## config.mk

```make
export PLATFORM = sky130hd
export DESIGN_NAME = ffe_slicer
export DESIGN_NICKNAME = d
export VERILOG_FILES = /design/src/common/dsp_const_pkg.sv /design/src/common/dsp_cfg_pkg.sv /design/src/ffe_slicer/ffe_slicer.sv
export SDC_FILE = /design/constraint.sdc
export NUM_CORES = 2
export LEC_CHECK = 0
export BUFFER_PORTS_ARGS = -buffer_cell sky130_fd_sc_hd__buf_2
export CORE_MARGIN = 2
export CORE_UTILIZATION = 55
export DETAILED_ROUTE_END_ITERATION = 6
export PLACE_DENSITY_LB_ADDON = 0.12
export SETUP_SLACK_MARGIN = 0.3
export SYNTH_ARGS = -nofsm -noshare
export SYNTH_HDL_FRONTEND = slang
export SYNTH_SLANG_ARGS = --single-unit
```

## constraint.sdc

```tcl
create_clock -name clk -period 17.2 [get_ports clk]
set_clock_uncertainty 0.2 [all_clocks]
set_input_delay 0.86 -clock clk [delete_from_list [all_inputs] [get_ports clk]]
set_output_delay 0.86 -clock clk [all_outputs]
set_load 0.005 [all_outputs]
```

## src/common/dsp_const_pkg.sv

```systemverilog
package dsp_const_pkg;

    // Samples per word, lane 0 is the earliest
    localparam int num_lanes = 4;

    // Filter lengths
    localparam int ffe_taps  = 3;
    localparam int chan_taps = 3;

    localparam int code_bits     = 8;
    localparam int weight_bits   = 8;
    localparam int shift_bits    = 4;
    localparam int est_bits_w    = 10;
    localparam int tap_bits      = 8;
    localparam int est_code_bits = 10;
    localparam int err_bits      = 11;

    // Scalar element types, all signed
    typedef logic signed [code_bits-1:0]     code_t;
    typedef logic signed [weight_bits-1:0]   weight_t;
    typedef logic signed [est_bits_w-1:0]    est_t;
    typedef logic signed [tap_bits-1:0]      tap_t;
    typedef logic signed [est_code_bits-1:0] ecode_t;
    typedef logic signed [err_bits-1:0]      err_t;

    // One element per lane
    typedef code_t  [num_lanes-1:0] code_arr_t;
    typedef est_t   [num_lanes-1:0] est_arr_t;
    typedef ecode_t [num_lanes-1:0] ecode_arr_t;
    typedef err_t   [num_lanes-1:0] err_arr_t;

endpackage : dsp_const_pkg
```

## src/common/dsp_cfg_pkg.sv

```systemverilog
package dsp_cfg_pkg;

    import dsp_const_pkg::*;

    // Quasi-static settings, only changed between tests
    typedef struct packed {
        weight_t [ffe_taps-1:0]  weights;
        logic [shift_bits-1:0]   ffe_shift;
        est_t                    thresh;
        tap_t [chan_taps-1:0]    taps;
    } dsp_cfg_t;

    // One word of parallel ADC samples
    typedef struct packed {
        code_arr_t codes;
    } adc_word_t;

    // Everything below belongs to the same input word
    typedef struct packed {
        est_arr_t             est_bits;
        logic [num_lanes-1:0] sliced;
        ecode_arr_t           est_codes;
        err_arr_t             errors;
        logic [num_lanes-1:0] flags;
    } dsp_out_t;

endpackage : dsp_cfg_pkg

```

## src/ffe_slicer/ffe_slicer.sv

```systemverilog
module ffe_slicer
    import dsp_const_pkg::*, dsp_cfg_pkg::*;
(
    input  logic                 clk,
    input  logic                 rst_i,
    input  adc_word_t            adc_i,
    input  dsp_cfg_t             cfg_i,
    output est_arr_t             est_o,
    output logic [num_lanes-1:0] sliced_o
);

    localparam int sum_bits = code_bits + weight_bits + $clog2(ffe_taps);

    code_arr_t                  prev_codes;
    code_t                      ext_codes [2*num_lanes];
    logic signed [sum_bits-1:0] lane_sum [num_lanes];
    est_arr_t                   est_c;
    logic [num_lanes-1:0]       slice_c;

    // Taps may only reach back one word
    if (ffe_taps > num_lanes + 1) begin : g_taps_chk
        $error("ffe_slicer: ffe_taps exceeds one word of history");
    end

    // Previous word first, so sample j of this word sits at j + num_lanes
    always_comb begin
        for (int i = 0; i < num_lanes; i++) begin
            ext_codes[i]           = prev_codes[i];
            ext_codes[i+num_lanes] = adc_i.codes[i];
        end
    end

    always_comb begin
        for (int j = 0; j < num_lanes; j++) begin
            lane_sum[j] = '0;
            for (int k = 0; k < ffe_taps; k++) begin
                lane_sum[j] = lane_sum[j]
                            + $signed(cfg_i.weights[k]) * $signed(ext_codes[j+num_lanes-k]);
            end
        end
    end

    // Scale down, keep the low bits, then slice
    always_comb begin
        logic signed [sum_bits-1:0] shifted;

        shifted = '0;
        for (int j = 0; j < num_lanes; j++) begin
            shifted    = lane_sum[j] >>> cfg_i.ffe_shift;
            est_c[j]   = shifted[est_bits_w-1:0];
            slice_c[j] = ($signed(est_c[j]) >= $signed(cfg_i.thresh));
        end
    end

    always_ff @(posedge clk) begin
        if (rst_i) begin
            prev_codes <= '0;
            est_o      <= '0;
            sliced_o   <= '0;
        end else begin
            prev_codes <= adc_i.codes;
            est_o      <= est_c;
            sliced_o   <= slice_c;
        end
    end

endmodule : ffe_slicer

```

==> results.json <==
{
  "outcome": "completed",
  "cts.repair.resized": 0,
  "routedWlPerCell_um": 20.52,
  "overflow": 0,
  "synth-main-ff-cell": "dfxtp_1",
  "fin_crit_sh_pct": 58.29,
  "cp_common_cell": "fa_1",
  "crit_path_start_kind": "input port",
  "ctsRootBufferMaster": "clkbuf_16",
  "postCtsSetupBuffers": 0,
  "hpwl_mm": 76.76,
  "ff2ff_path_depth": 29,
  "initial_core_util_pct": 55.72,
  "rows": 95,
  "synth_cell_types": 78,
  "post-route-min-period_ps": 10030,
  "grtUsageTotal_pct": 29.83,
  "cp_slowest_cell": "nor4_1",
  "grt_max_degree": 75,
  "drt_wl_total_mm": 97.75,
  "whs_ps": 736.1,
  "rr_endpoint": "sliced_o[1]$_SDFF_PP0_",
  "reg2reg_slack_ps": 7500,
  "viasPerCell": 5.587,
  "syn_nets": 5283,
  "gp_congestion": 0.9413,
  "synth_warnings": 0,
  "drive_gt1_share_pct": 4.810,
  "crit_required_ps": 17230,
  "hold_depth": 2,
  "fill_cells": 6091,
  "timing.rr.start": "ext_codes[32]$_SDFF_PP0_",
  "clk_path_buf_depth": 2,
  "final_common_cell": "fa_1",
  "htree_levels": 3,
  "core-area_um2": 67280,
  "min_to": "ext_codes[32]$_SDFF_PP0_",
  "crit_path_end_kind": "register",
  "fin_area_um2": 38890,
  "port_buffers": 115,
  "drv_cap": 0,
  "cts_buffers": 9,
  "dpl.cell_count": 4745,
  "ys_seq_elements": 60,
  "nets": 5247,
  "worst_ep_arrival_time_ps": 10060,
  "io_pins": 140,
  "final_cell_mix": "936 x fa_1, 795 x inv_1, 422 x nand2_1",
  "hp-start": "adc_i[24]",
  "hold_viol": 0,
  "setup_tns_ps": 0,
  "die_area_um2": 70260,
  "clock_latency_ps": 370,
  "worstSetupPathType": "input port to register",
  "async_flop_share_pct": 0,
  "syn2layout_area_growth_pct": 3.745,
  "tightest_slew_ps": 1030,
  "rsz0062_at_grt": "no",
  "cts_sinks": 60,
  "die_width_um": 265.1,
  "setup_viol": 0,
  "synth_edf_count": 0,
  "drtIter0Drc": 1692,
  "multiInputGateArea_um2": 32610,
  "grt_pass1_vias": 29110,
  "worstPathMaxFanout": 32,
  "vias": 26620,
  "placed_area_um2": 38610,
  "seqCellArea_um2": 1201,
  "die_y_um": 265.1,
  "netlist_instances": 3919,
  "ys_seq_area_share_pct": 3.204,
  "drv_slew": 0,
  "antenna_found_initial": 7,
  "worstHoldPathType": "input port to register",
  "hold_buffers": 0,
  "grt_pass1_wl_mm": 161.4,
  "syn-mean-instance-area_um2": 9.566,
  "clkTransAtPathRegs_ps": 60,
  "cp-startpoint": "cfg_i[45]",
  "syn_area_um2": 37490,
  "first_pass_iters": 6,
  "critPathMaxStageDelay_ps": 750,
  "fin_cells": 4764,
  "ant_nets": 0,
  "drc": 0,
  "maxSlewHeadroom_pct": 31.36,
  "cts_tree": "yes",
  "max_freq_mhz": 99.75
}
per-layer routing:
metal	vias to the layer above	track usage (%)	routed length, um
met3	127	7.656	8792
li1	12000	-	-
met2	927	46.83	44180
met1	13560	41.68	42030
met5	-	0	55
met4	8	7.467	2681
cells by family (layout without fill, tap and decap cells):
| family | Yosys count | after routing | synth area share (%) |
|---|---|---|---|
| AOI/OAI and AO/OA | 406 | 406 | 7.630 |
| xor gates and xnor gates | 92 | 92 | 2.223 |
| adders and majority gates | 1268 | 1268 | 61.06 |
| buffers and inverters | 976 | 945 | 9.799 |
| DFF | 60 | 60 | 3.204 |
| muxes | 55 | 55 | 2.033 |
| other | 0 | 3 | 0 |
| and+or+nand+nor | 1062 | 1062 | 14.05 |
through the flow:
step / util (%) / setup WS [ps]
finish: 57.81 / 7175
global route: 57.80 / 6457
CTS: 57.80 / 7215
detailed placement: 57.38 / 6903
global placement: 57.38 / 6900
floorplan: - / 8207
worst max path at each step:
stage | to | slack, ps | cells past startpoint
6_report | sliced_o[3]$_SDFF_PP0_ | 7170 | 29
5_1_grt | sliced_o[3]$_SDFF_PP0_ | 6460 | 29
4_1_cts | sliced_o[3]$_SDFF_PP0_ | 7210 | 29
3_5_place_dp | sliced_o[3]$_SDFF_PP0_ | 6900 | 29
3_3_place_gp | sliced_o[3]$_SDFF_PP0_ | 6900 | 29
2_1_floorplan | sliced_o[0]$_SDFF_PP0_ | 8210 | 30
sequential cells by signal, indices dropped and copies added, names as in the netlist:
name       cells
sliced_o       4
ext_codes     16
est_o         40
synthesized netlist by cell type, drive strengths merged, types with 13 or more instances:
library cell,count,area share (%)
fa,936,50
inv,795,8.0
nand2,422,4.2
and2,337,5.6
ha,332,11
clkbuf,168,1.7
nor2,120,1.2
xnor2,75,1.8
a21oi,74,1.0
o21ai,63,0.84
dfxtp,60,3.2
a211oi,54,1.1
nand2b,54,0.90
nor2b,37,0.62
mux2i,30,0.80
o21a,30,0.60
a21o,27,0.54
nor3,26,0.35
o211ai,21,0.42
nand3,18,0.24
mux4,16,0.96
o22ai,15,0.25
xor2,15,0.35
nand4,13,0.22
worst max-delay path: cells and delay by family:
family / cells / cell delay [ps]
AO/OA/AOI/OAI: 11 / 2320
adder cells (fa/ha/maj): 9 / 4250
buffers and inverters: 4 / 1130
AND/OR/NAND/NOR: 5 / 1490
area by class of cell:
cell class                 count  area share [%]
antenna                        3         0.01930
clock buffer                  10          0.6145
clock inverter                 6          0.1029
inverter                     796           7.682
multi-input combinational   2883           83.86
sequential                    60           3.088
tap                          873           2.809
timing repair buffer         133           1.827
Power is not shown: default switching activity piles up to over one toggle a cycle in this logic, so the estimate is an artifact.
