## config.mk

```make
export PLATFORM = sky130hd
export DESIGN_NAME = channel_filter
export DESIGN_NICKNAME = d
export VERILOG_FILES = /design/src/common/dsp_const_pkg.sv /design/src/common/dsp_cfg_pkg.sv /design/src/channel_filter/channel_filter.sv
export SDC_FILE = /design/constraint.sdc
export NUM_CORES = 1
export LEC_CHECK = 0
export BUFFER_PORTS_ARGS = -buffer_cell sky130_fd_sc_hd__buf_2
export CELL_PAD_IN_SITES_DETAIL_PLACEMENT = 0
export CELL_PAD_IN_SITES_GLOBAL_PLACEMENT = 1
export CORE_UTILIZATION = 42
export DETAILED_ROUTE_END_ITERATION = 8
export PLACE_DENSITY_LB_ADDON = 0.1
export REMOVE_ABC_BUFFERS = 1
export SYNTH_ARGS = -nofsm -noshare
export SYNTH_HDL_FRONTEND = slang
export SYNTH_SLANG_ARGS = --single-unit
```

## constraint.sdc

```tcl
create_clock -name clk -period 7.2 [get_ports clk]
set_clock_uncertainty 0.2 [all_clocks]
set_input_delay 2.16 -clock clk [delete_from_list [all_inputs] [get_ports clk]]
set_output_delay 2.16 -clock clk [all_outputs]
set_load 0.02 [all_outputs]
```

## src/common/dsp_const_pkg.sv

```systemverilog
package dsp_const_pkg;

    // Samples per word, lane 0 is the earliest
    localparam int num_lanes = 4;

    // Filter lengths
    localparam int ffe_taps  = 3;
    localparam int chan_taps = 3;

    localparam int code_bits     = 8;
    localparam int weight_bits   = 8;
    localparam int shift_bits    = 4;
    localparam int est_bits_w    = 10;
    localparam int tap_bits      = 8;
    localparam int est_code_bits = 10;
    localparam int err_bits      = 11;

    // Scalar element types, all signed
    typedef logic signed [code_bits-1:0]     code_t;
    typedef logic signed [weight_bits-1:0]   weight_t;
    typedef logic signed [est_bits_w-1:0]    est_t;
    typedef logic signed [tap_bits-1:0]      tap_t;
    typedef logic signed [est_code_bits-1:0] ecode_t;
    typedef logic signed [err_bits-1:0]      err_t;

    // One element per lane
    typedef code_t  [num_lanes-1:0] code_arr_t;
    typedef est_t   [num_lanes-1:0] est_arr_t;
    typedef ecode_t [num_lanes-1:0] ecode_arr_t;
    typedef err_t   [num_lanes-1:0] err_arr_t;

endpackage : dsp_const_pkg
```

## src/common/dsp_cfg_pkg.sv

```systemverilog
package dsp_cfg_pkg;

    import dsp_const_pkg::*;

    // Quasi-static settings, only changed between tests
    typedef struct packed {
        weight_t [ffe_taps-1:0]  weights;
        logic [shift_bits-1:0]   ffe_shift;
        est_t                    thresh;
        tap_t [chan_taps-1:0]    taps;
    } dsp_cfg_t;

    // One word of parallel ADC samples
    typedef struct packed {
        code_arr_t codes;
    } adc_word_t;

    // Everything below belongs to the same input word
    typedef struct packed {
        est_arr_t             est_bits;
        logic [num_lanes-1:0] sliced;
        ecode_arr_t           est_codes;
        err_arr_t             errors;
        logic [num_lanes-1:0] flags;
    } dsp_out_t;

endpackage : dsp_cfg_pkg

```

## src/channel_filter/channel_filter.sv

```systemverilog
module channel_filter
    import dsp_const_pkg::*, dsp_cfg_pkg::*;
(
    input  logic                 clk,
    input  logic                 rst_i,
    input  logic [num_lanes-1:0] sliced_i,
    input  dsp_cfg_t             cfg_i,
    output ecode_arr_t           est_code_o
);

    logic [num_lanes-1:0]   prev_bits;
    logic [2*num_lanes-1:0] ext_bits;
    ecode_arr_t             est_code_c;
    ecode_t                 tap_abs_sum;

    if (chan_taps > num_lanes + 1) begin : g_taps_chk
        $error("channel_filter: chan_taps exceeds one word of history");
    end

    // Older decisions in the low half
    assign ext_bits = {sliced_i, prev_bits};

    // Each decision counts as +h or -h
    always_comb begin
        ecode_t acc;
        ecode_t tap_ext;

        acc     = '0;
        tap_ext = '0;
        for (int j = 0; j < num_lanes; j++) begin
            acc = '0;
            for (int k = 0; k < chan_taps; k++) begin
                tap_ext = $signed(cfg_i.taps[k]);
                if (ext_bits[j+num_lanes-k]) begin
                    acc = acc + tap_ext;
                end else begin
                    acc = acc - tap_ext;
                end
            end
            est_code_c[j] = acc;
        end
    end

    // Largest magnitude any rebuilt code can reach
    always_comb begin
        ecode_t tap_mag;

        tap_mag     = '0;
        tap_abs_sum = '0;
        for (int k = 0; k < chan_taps; k++) begin
            tap_mag     = $signed(cfg_i.taps[k]);
            tap_abs_sum = tap_abs_sum + ((tap_mag < 0) ? -tap_mag : tap_mag);
        end
    end

    always_ff @(posedge clk) begin
        if (rst_i) begin
            prev_bits  <= '0;
            est_code_o <= '0;
        end else begin
            prev_bits  <= sliced_i;
            est_code_o <= est_code_c;
        end
    end

    for (genvar j = 0; j < num_lanes; j++) begin : g_range_chk
        a_code_range : assert property (
            @(posedge clk) disable iff (rst_i)
            $stable(cfg_i) |-> ($signed(est_code_o[j]) <= tap_abs_sum
                                && $signed(est_code_o[j]) >= -tap_abs_sum)
        ) else $error("channel_filter: lane %0d code outside tap range", j);
    end

endmodule : channel_filter

```

==> flow_summary_export.csv, run 1 <==
group,metric,value,unit
worst_setup_path,r2r-end,"est_code_o[9]$_SDFF_PP0_",
worst_setup_path,slowest_delay,530,ps
global_routing,grt_max_degree,44,
floorplan,die_area,13500,µm²
synth,ys_types,56,
worst_setup_path,cp_num_buf_inv,1,
floorplan,fp.coreArea,12700,µm²
synth,synth_area,5480,µm²
global_routing,grt_use_total,22.7,%
pwr,power,1.75,mW
outcome,outcome,"finished, final reports clean",
clocking,clock_latency,290,ps
drt,first_iter_violations,219,
global_routing,grt_pass1_vias,4578,
floorplan,dieWidth,116,µm
hold_path,hold_start,"prev_bits[2]$_SDFF_PP0_",
global_routing,grt_overflow,0,
worst_setup_path,cp_top_family,"simple AND/OR/NAND/NOR gates",
clocking,cts-root-buf,"clkbuf_16",
drt,avgRoutedWirePerCell,15.9,µm
sta,timing.final.crit_share,85.1,%
hold_path,hold_end,"est_code_o[9]$_SDFF_PP0_",
final_layout,drive_gt1_share,15.7,%
floorplan,fp.dieH,116,µm
final_layout,nets,882,
worst_setup_path,worst-setup-path-type,"input port to register",
placement,place_congestion,0.880,
hold_path,worstHoldPathType,"register to register",
worst_setup_path,cp-end-kind,"register",
synth,ys_async_sr_fraction,0,%
sta,rsz0062_at_grt,"false",
drt,vias,4892,
sta,min_period,6130,ps
sta,finalHoldViolations,0,
worst_setup_path,reg2reg_from,"prev_bits[3]$_SDFF_PP0_",
global_routing,grt_pass1_wl,23.3,mm
worst_setup_path,ff2ff_setup_slack,2810,ps
floorplan,initial_core_util,43.3,%
clocking,post_cts_buffers,0,
synth,synth_area_per_cell,7.90,µm²
clocking,ctsResizeCount,0,
worst_setup_path,r2r_cells,15,
pwr,p_leak,2.85,nW
worst_setup_path,crit_fanout,6,
drt,final_antenna_net_count,0,
synth,seq_area_frac_synth,14.2,%
clocking,path_clk_slew,60,ps
worst_setup_path,setup.worst_path.start_class,"input port",
clocking,hold_buffers,0,
pwr,peakVddDrop,135,µV
clocking,htreeDepth,2,
clocking,clock_sink_count,39,
worst_setup_path,worst_path_max_delay_cell,"nor3b_1",
clocking,ctsLongestPathBuffers,2,
sta,finalSetupViolCount,0,
synth,synth_seq_cells,39,
placement,hpwl,11.3,mm
drt,drtPass1Iterations,4,
floorplan,ios,108,
final_layout,fillers,1339,
sta,slew-limit-headroom,44.2,%
sta,setup_tns,0,ps
final_layout,mostFrequentLayoutCells,"nor2_1, xor2_1, ha_1, buf_2, dfxtp_1",
drt,vias_per_cell,5.38,
worst_setup_path,cp.arrival,6110,ps
final_layout,seq_area,781,µm²
sta,drv_slew,0,
synth,synth_edf_count,0,
sta,fmax,163,MHz
synth,syn_inst,694,
pwr,powerDensity,289,nW/µm²
flow_run,drv_cap,0,
global_routing,antenna_found_initial,0,
worst_setup_path,critPathRequiredTime,7180,ps
worst_setup_path,crit_start,"cfg_i[11]",
clocking,cts_buffers,5,
synth,synth_top_flop_cell,"dfxtp_1",
floorplan,rows,41,
worst_setup_path,crit_chain,"buf_2 > nor2_1 > and2_1 > nor3b_1 > nor2_1 > xnor2_1 > ha_1 > a2111o_1 > o21ai_0 > xnor2_1 > ha_1 > or3_1 > o22ai_1 > mux2_2",
drt,routed_wl,14.4,mm
final_layout,syn2layout_area_growth,10.6,%
final_layout,diodes,0,
final_layout,multiInputGateArea,4430,µm²
sta,max_slew.worst_pin.slew,836,ps
synth,yosysWarnings,0,
final_layout,final_common_cell,"nor2_1",
hold_path,hold_path_depth,5,
clocking,tritoncts,"yes",
placement,portBuffers,69,
drt,drcViolationCount,0,
## sequential cells by signal (all words and copies together), names as in the netlist
name / count
est_code_o: 37
prev_bits: 2
## metal layers
| layer | track usage, % | wire [µm] | part of all wire [%] | up-vias |
|---|---|---|---|---|
| li1 | - | - | - | 2496 |
| met1 | 31.5 | 7070 | 49 | 2288 |
| met2 | 37.2 | 6370 | 44 | 97 |
| met3 | 2.75 | 733 | 5.1 | 11 |
| met4 | 5.38 | 230 | 1.6 | 0 |
| met5 | 0 | 0 | 0 | - |
## through the flow
stage	utilization (%)	hold slack, ps	setup WS [ps]	area [µm²]	instances
floorplan	-	733	1400	5310	655
global placement	46.7	866	903	5920	902
detailed placement	46.7	888	859	5920	902
CTS	47.8	908	1150	6060	909
global route	47.8	989	789	6060	909
finish	47.8	896	1070	6060	909
## cells in the mapped netlist, types with 3 or more instances
master	n	share of area, %
o21ai_0	36	3.3
nor2_1	109	7.5
o21a_1	16	2.2
nor3_1	28	2.6
or3_1	4	0.46
a21oi_1	32	2.9
xnor2_1	32	5.1
o211ai_1	6	0.82
o41ai_1	3	0.48
clkbuf_1	28	1.9
nor4_1	8	0.91
mux2_2	16	3.3
and2_1	4	0.46
nor3b_1	6	0.82
buf_4	3	0.41
nand2_1	20	1.4
buf_1	3	0.21
nor2b_1	23	2.6
a211o_1	3	0.48
a21o_2	4	0.64
ha_1	69	16
inv_1	26	1.8
o21ai_1	3	0.27
xnor3_1	4	1.6
or2_2	3	0.34
and3_1	4	0.46
a21o_1	15	2.1
xor2_1	84	13
fa_1	8	2.9
dfxtp_1	39	14
a31oi_1	5	0.57
a211oi_1	10	1.4
nand2b_1	3	0.34
buf_2	4	0.37
o22ai_1	4	0.46
a21boi_0	4	0.55
## cells by family after synthesis
group / count (synthesis) / synth area share, %
AO/OA/AOI/OAI: 156 / 19.2
XOR/XNOR: 120 / 20.2
adder cells (fa/ha/maj): 77 / 18.7
buffers and inverters: 66 / 4.95
flip-flops: 39 / 14.2
multiplexers: 16 / 3.29
AND/OR/NAND/NOR: 220 / 19.5
## worst reg2reg max path: stages, from the launching register on
cell	delay (ps)
dfxtp_1	870
mux2_2	450
fa_1	430
a21o_1	200
a21oi_1	320
nor2b_1	100
o21a_1	190
nor2_1	110
xnor2_1	80
ha_1	370
o211ai_1	110
nand2_1	70
a21boi_0	340
a31oi_1	160
xnor3_1	210
nor2_1	40
## area by class of cell
cell class | count | area share [%]
multi-input cells | 589 | 73.1
flip-flops and latches | 39 | 12.9
repair buffers | 75 | 6.44
well taps | 172 | 3.55
clock buffers | 6 | 2.29
inverters | 27 | 1.67
clock inverters | 1 | 0.0826
## power breakdown
group / internal [mW] / switching (mW)
Clock: 0.135 / 0.0948
Combinational: 0.535 / 0.667
Sequential: 0.298 / 0.0184
Total: 0.969 / 0.781
## how the worst max path moves through the flow
stage	end	cells past startpoint
2_1_floorplan	est_code_o[29]$_SDFF_PP0_	15
3_3_place_gp	est_code_o[18]$_SDFF_PP0_	14
3_5_place_dp	est_code_o[18]$_SDFF_PP0_	14
4_1_cts	est_code_o[18]$_SDFF_PP0_	14
5_1_grt	est_code_o[18]$_SDFF_PP0_	14
6_report	est_code_o[18]$_SDFF_PP0_	14
No activity file was read; power rests on OpenSTA's default activity.
==> run 2: changes to the inputs <==
--- a/config.mk
+++ b/config.mk
@@ -10,8 +10,9 @@
 export CELL_PAD_IN_SITES_GLOBAL_PLACEMENT = 1
 export CORE_UTILIZATION = 42
 export DETAILED_ROUTE_END_ITERATION = 8
-export PLACE_DENSITY_LB_ADDON = 0.1
+export PLACE_DENSITY_LB_ADDON = 0.3
 export REMOVE_ABC_BUFFERS = 1
+export SETUP_SLACK_MARGIN = 0.3
 export SYNTH_ARGS = -nofsm -noshare
 export SYNTH_HDL_FRONTEND = slang
 export SYNTH_SLANG_ARGS = --single-unit
==> run 2 against run 1 <==
Net effect:
- global-route usage fell by 0.52 points
- combinational power barely moved
- first-iteration DRC count up 44%
- clock-buffer cell count rose by 2
- critical path depth unchanged
- power is 0.79% higher
- highest routed layer unchanged
- utilization rose by 0.16 points
- die area unchanged
- non-clock buffer count is 1 higher
- cell count is 0.22% higher
- routed wire length decreased by 1.7%
==> flow_summary_export.csv, run 2 (synthesis results as in run 1) <==
group,metric,value,unit
outcome,outcome,"finished, final reports clean",
worst_setup_path,setup.worst_path.start_class,"input port",
placement,placed_cells,903,
final_layout,drive_gt1_share,15.8,%
pwr,p_sw_share,44.3,%
pwr,power,1.76,mW
sta,hold_ws,859,ps
worst_setup_path,worst_path_max_delay_cell,"nor3b_1",
worst_setup_path,crit_chain,"buf_2 > nor2_1 > and2_1 > nor3b_1 > nor2_1 > xnor2_1 > ha_1 > a2111o_1 > o21ai_0 > xnor2_1 > ha_1 > or3_1 > o22ai_1 > mux2_2",
worst_setup_path,crit_fanout,6,
global_routing,grt_max_degree,44,
drt,avgRoutedWirePerCell,15.5,µm
worst_setup_path,cp-end-kind,"register",
final_layout,regMostFlops,"est_code_o",
global_routing,antenna_found_initial,0,
floorplan,rows,41,
sta,finalSetupViolCount,0,
hold_path,worstHoldPathType,"register to register",
final_layout,diodes,0,
sta,setup_tns,0,ps
global_routing,grt_use_total,22.1,%
hold_path,hold_start,"prev_bits[2]$_SDFF_PP0_",
sta,timing.final.crit_share,85.4,%
placement,place_area,5920,µm²
worst_setup_path,r2r_cells,15,
final_layout,syn2layout_area_growth,10.9,%
floorplan,fp.dieH,116,µm
worst_setup_path,reg2reg_from,"prev_bits[3]$_SDFF_PP0_",
placement,place_congestion,0.945,
final_layout,mostFrequentLayoutCells,"nor2_1, xor2_1, ha_1, buf_2, dfxtp_1",
floorplan,initial_core_util,43.3,%
placement,hpwl,11.0,mm
drt,vias_per_cell,5.46,
clocking,cts-root-buf,"clkbuf_16",
worst_setup_path,cp.arrival,6140,ps
pwr,seq_power_share,18.0,%
floorplan,ios,108,
drt,drtPass1Iterations,5,
floorplan,dieWidth,116,µm
flow_run,drv_cap,0,
worst_setup_path,cp_num_buf_inv,1,
sta,setup_ws,1050,ps
final_layout,final_cells,911,
pwr,power_frac_clock,13.9,%
worst_setup_path,cp_top_family,"simple AND/OR/NAND/NOR gates",
placement,portBuffers,69,
drt,drcViolationCount,0,
worst_setup_path,r2r-end,"est_code_o[9]$_SDFF_PP0_",
sta,slew-limit-headroom,42.4,%
sta,finalHoldViolations,0,
placement,post-place-ws,863,ps
clocking,tritoncts,"yes",
sta,fmax,163,MHz
pwr,pwr-share-comb,68.2,%
clocking,clock_sink_count,39,
final_layout,fillers,1320,
final_layout,reg_top3,"est_code_o (37), prev_bits (2)",
final_layout,final_cell_area,6080,µm²
clocking,post_cts_buffers,0,
global_routing,grt_pass1_vias,4695,
clocking,cts_buffers,5,
global_routing,grt_pass1_wl,23.0,mm
hold_path,hold_end,"est_code_o[9]$_SDFF_PP0_",
pwr,internal_power,983,µW
sta,rsz0062_at_grt,"false",
clocking,htreeDepth,2,
final_layout,finalCoreUtilization,48.0,%
floorplan,fp.coreArea,12700,µm²
drt,routed_wl,14.2,mm
drt,first_iter_violations,315,
floorplan,die_area,13500,µm²
worst_setup_path,worst-setup-path-type,"input port to register",
clocking,ctsLongestPathBuffers,2,
clocking,path_clk_slew,60,ps
worst_setup_path,ff2ff_setup_slack,2860,ps
hold_path,hold_path_depth,5,
clocking,clock_latency,300,ps
clocking,ctsResizeCount,0,
clocking,hold_buffers,0,
sta,max_slew.worst_pin.slew,862,ps
pwr,peakVddDrop,114,µV
pwr,switchingPower,781,µW
drt,final_antenna_net_count,0,
pwr,powerDensity,290,nW/µm²
worst_setup_path,critPathRequiredTime,7190,ps
final_layout,nets,883,
sta,min_period,6150,ps
drt,vias,4976,
worst_setup_path,slowest_delay,550,ps
final_layout,final_common_cell,"nor2_1",
sta,drv_slew,0,
final_layout,largest_reg_flops,37,
pwr,p_leak,2.86,nW
global_routing,grt_overflow,0,
## run 2: changes by cell type in the layout (fill, tap and decap cells not counted), sizes merged
cell and delta:
clkbuf +2, buf +1, clkinv -1
## run 2: worst max-delay path by stage
stage / start / endpoint / slack [ps] / depth (start not counted)
final: cfg_i[11] / est_code_o[18]$_SDFF_PP0_ / 1050 / 14
after global routing: cfg_i[1] / est_code_o[29]$_SDFF_PP0_ / 850 / 18
after CTS: cfg_i[11] / est_code_o[18]$_SDFF_PP0_ / 1170 / 14
after detailed placement: cfg_i[11] / est_code_o[18]$_SDFF_PP0_ / 860 / 14
after global placement: cfg_i[1] / est_code_o[18]$_SDFF_PP0_ / 910 / 16
after floorplan: cfg_i[1] / est_code_o[29]$_SDFF_PP0_ / 1400 / 15
## run 2: power groups by stage
stage	registers, mW	logic (mW)	clock network (mW)
6_report	0.317	1.20	0.244
5_1_grt	0.326	1.35	0.262
4_1_cts	0.318	1.21	0.253
2_1_floorplan	0.431	0.817	0
3_3_place_gp	0.320	1.18	0
3_5_place_dp	0.323	1.20	0
## run 2: worst register-to-register path, cell delays in order (launching register included)
cell and delay, ps:
dfxtp_1 890, mux2_2 450, fa_1 440, a21o_1 190, a21oi_1 300, nor2b_1 90, o21a_1 190, nor2_1 120
xnor2_1 80, ha_1 370, o211ai_1 120, nand2_1 60, a21boi_0 320, a31oi_1 160, xnor3_1 210, nor2_1 40
## run 2: final cells by class
class	instances	area, µm²	area share (%)
multi-input cells	589	4430	72.8
clock buffers	8	156	2.57
repair buffers	76	398	6.54
well taps	172	215	3.54
flip-flops and latches	39	781	12.8
inverters	27	101	1.67
## run 2: routing by layer
layer | wire [µm] | vias up | global-route usage [%]
met2 | 6210 | 107 | 35.1
met1 | 7060 | 2360 | 30.7
met5 | 0 | - | 0
li1 | - | 2493 | -
met3 | 572 | 16 | 2.91
met4 | 321 | 0 | 7.86
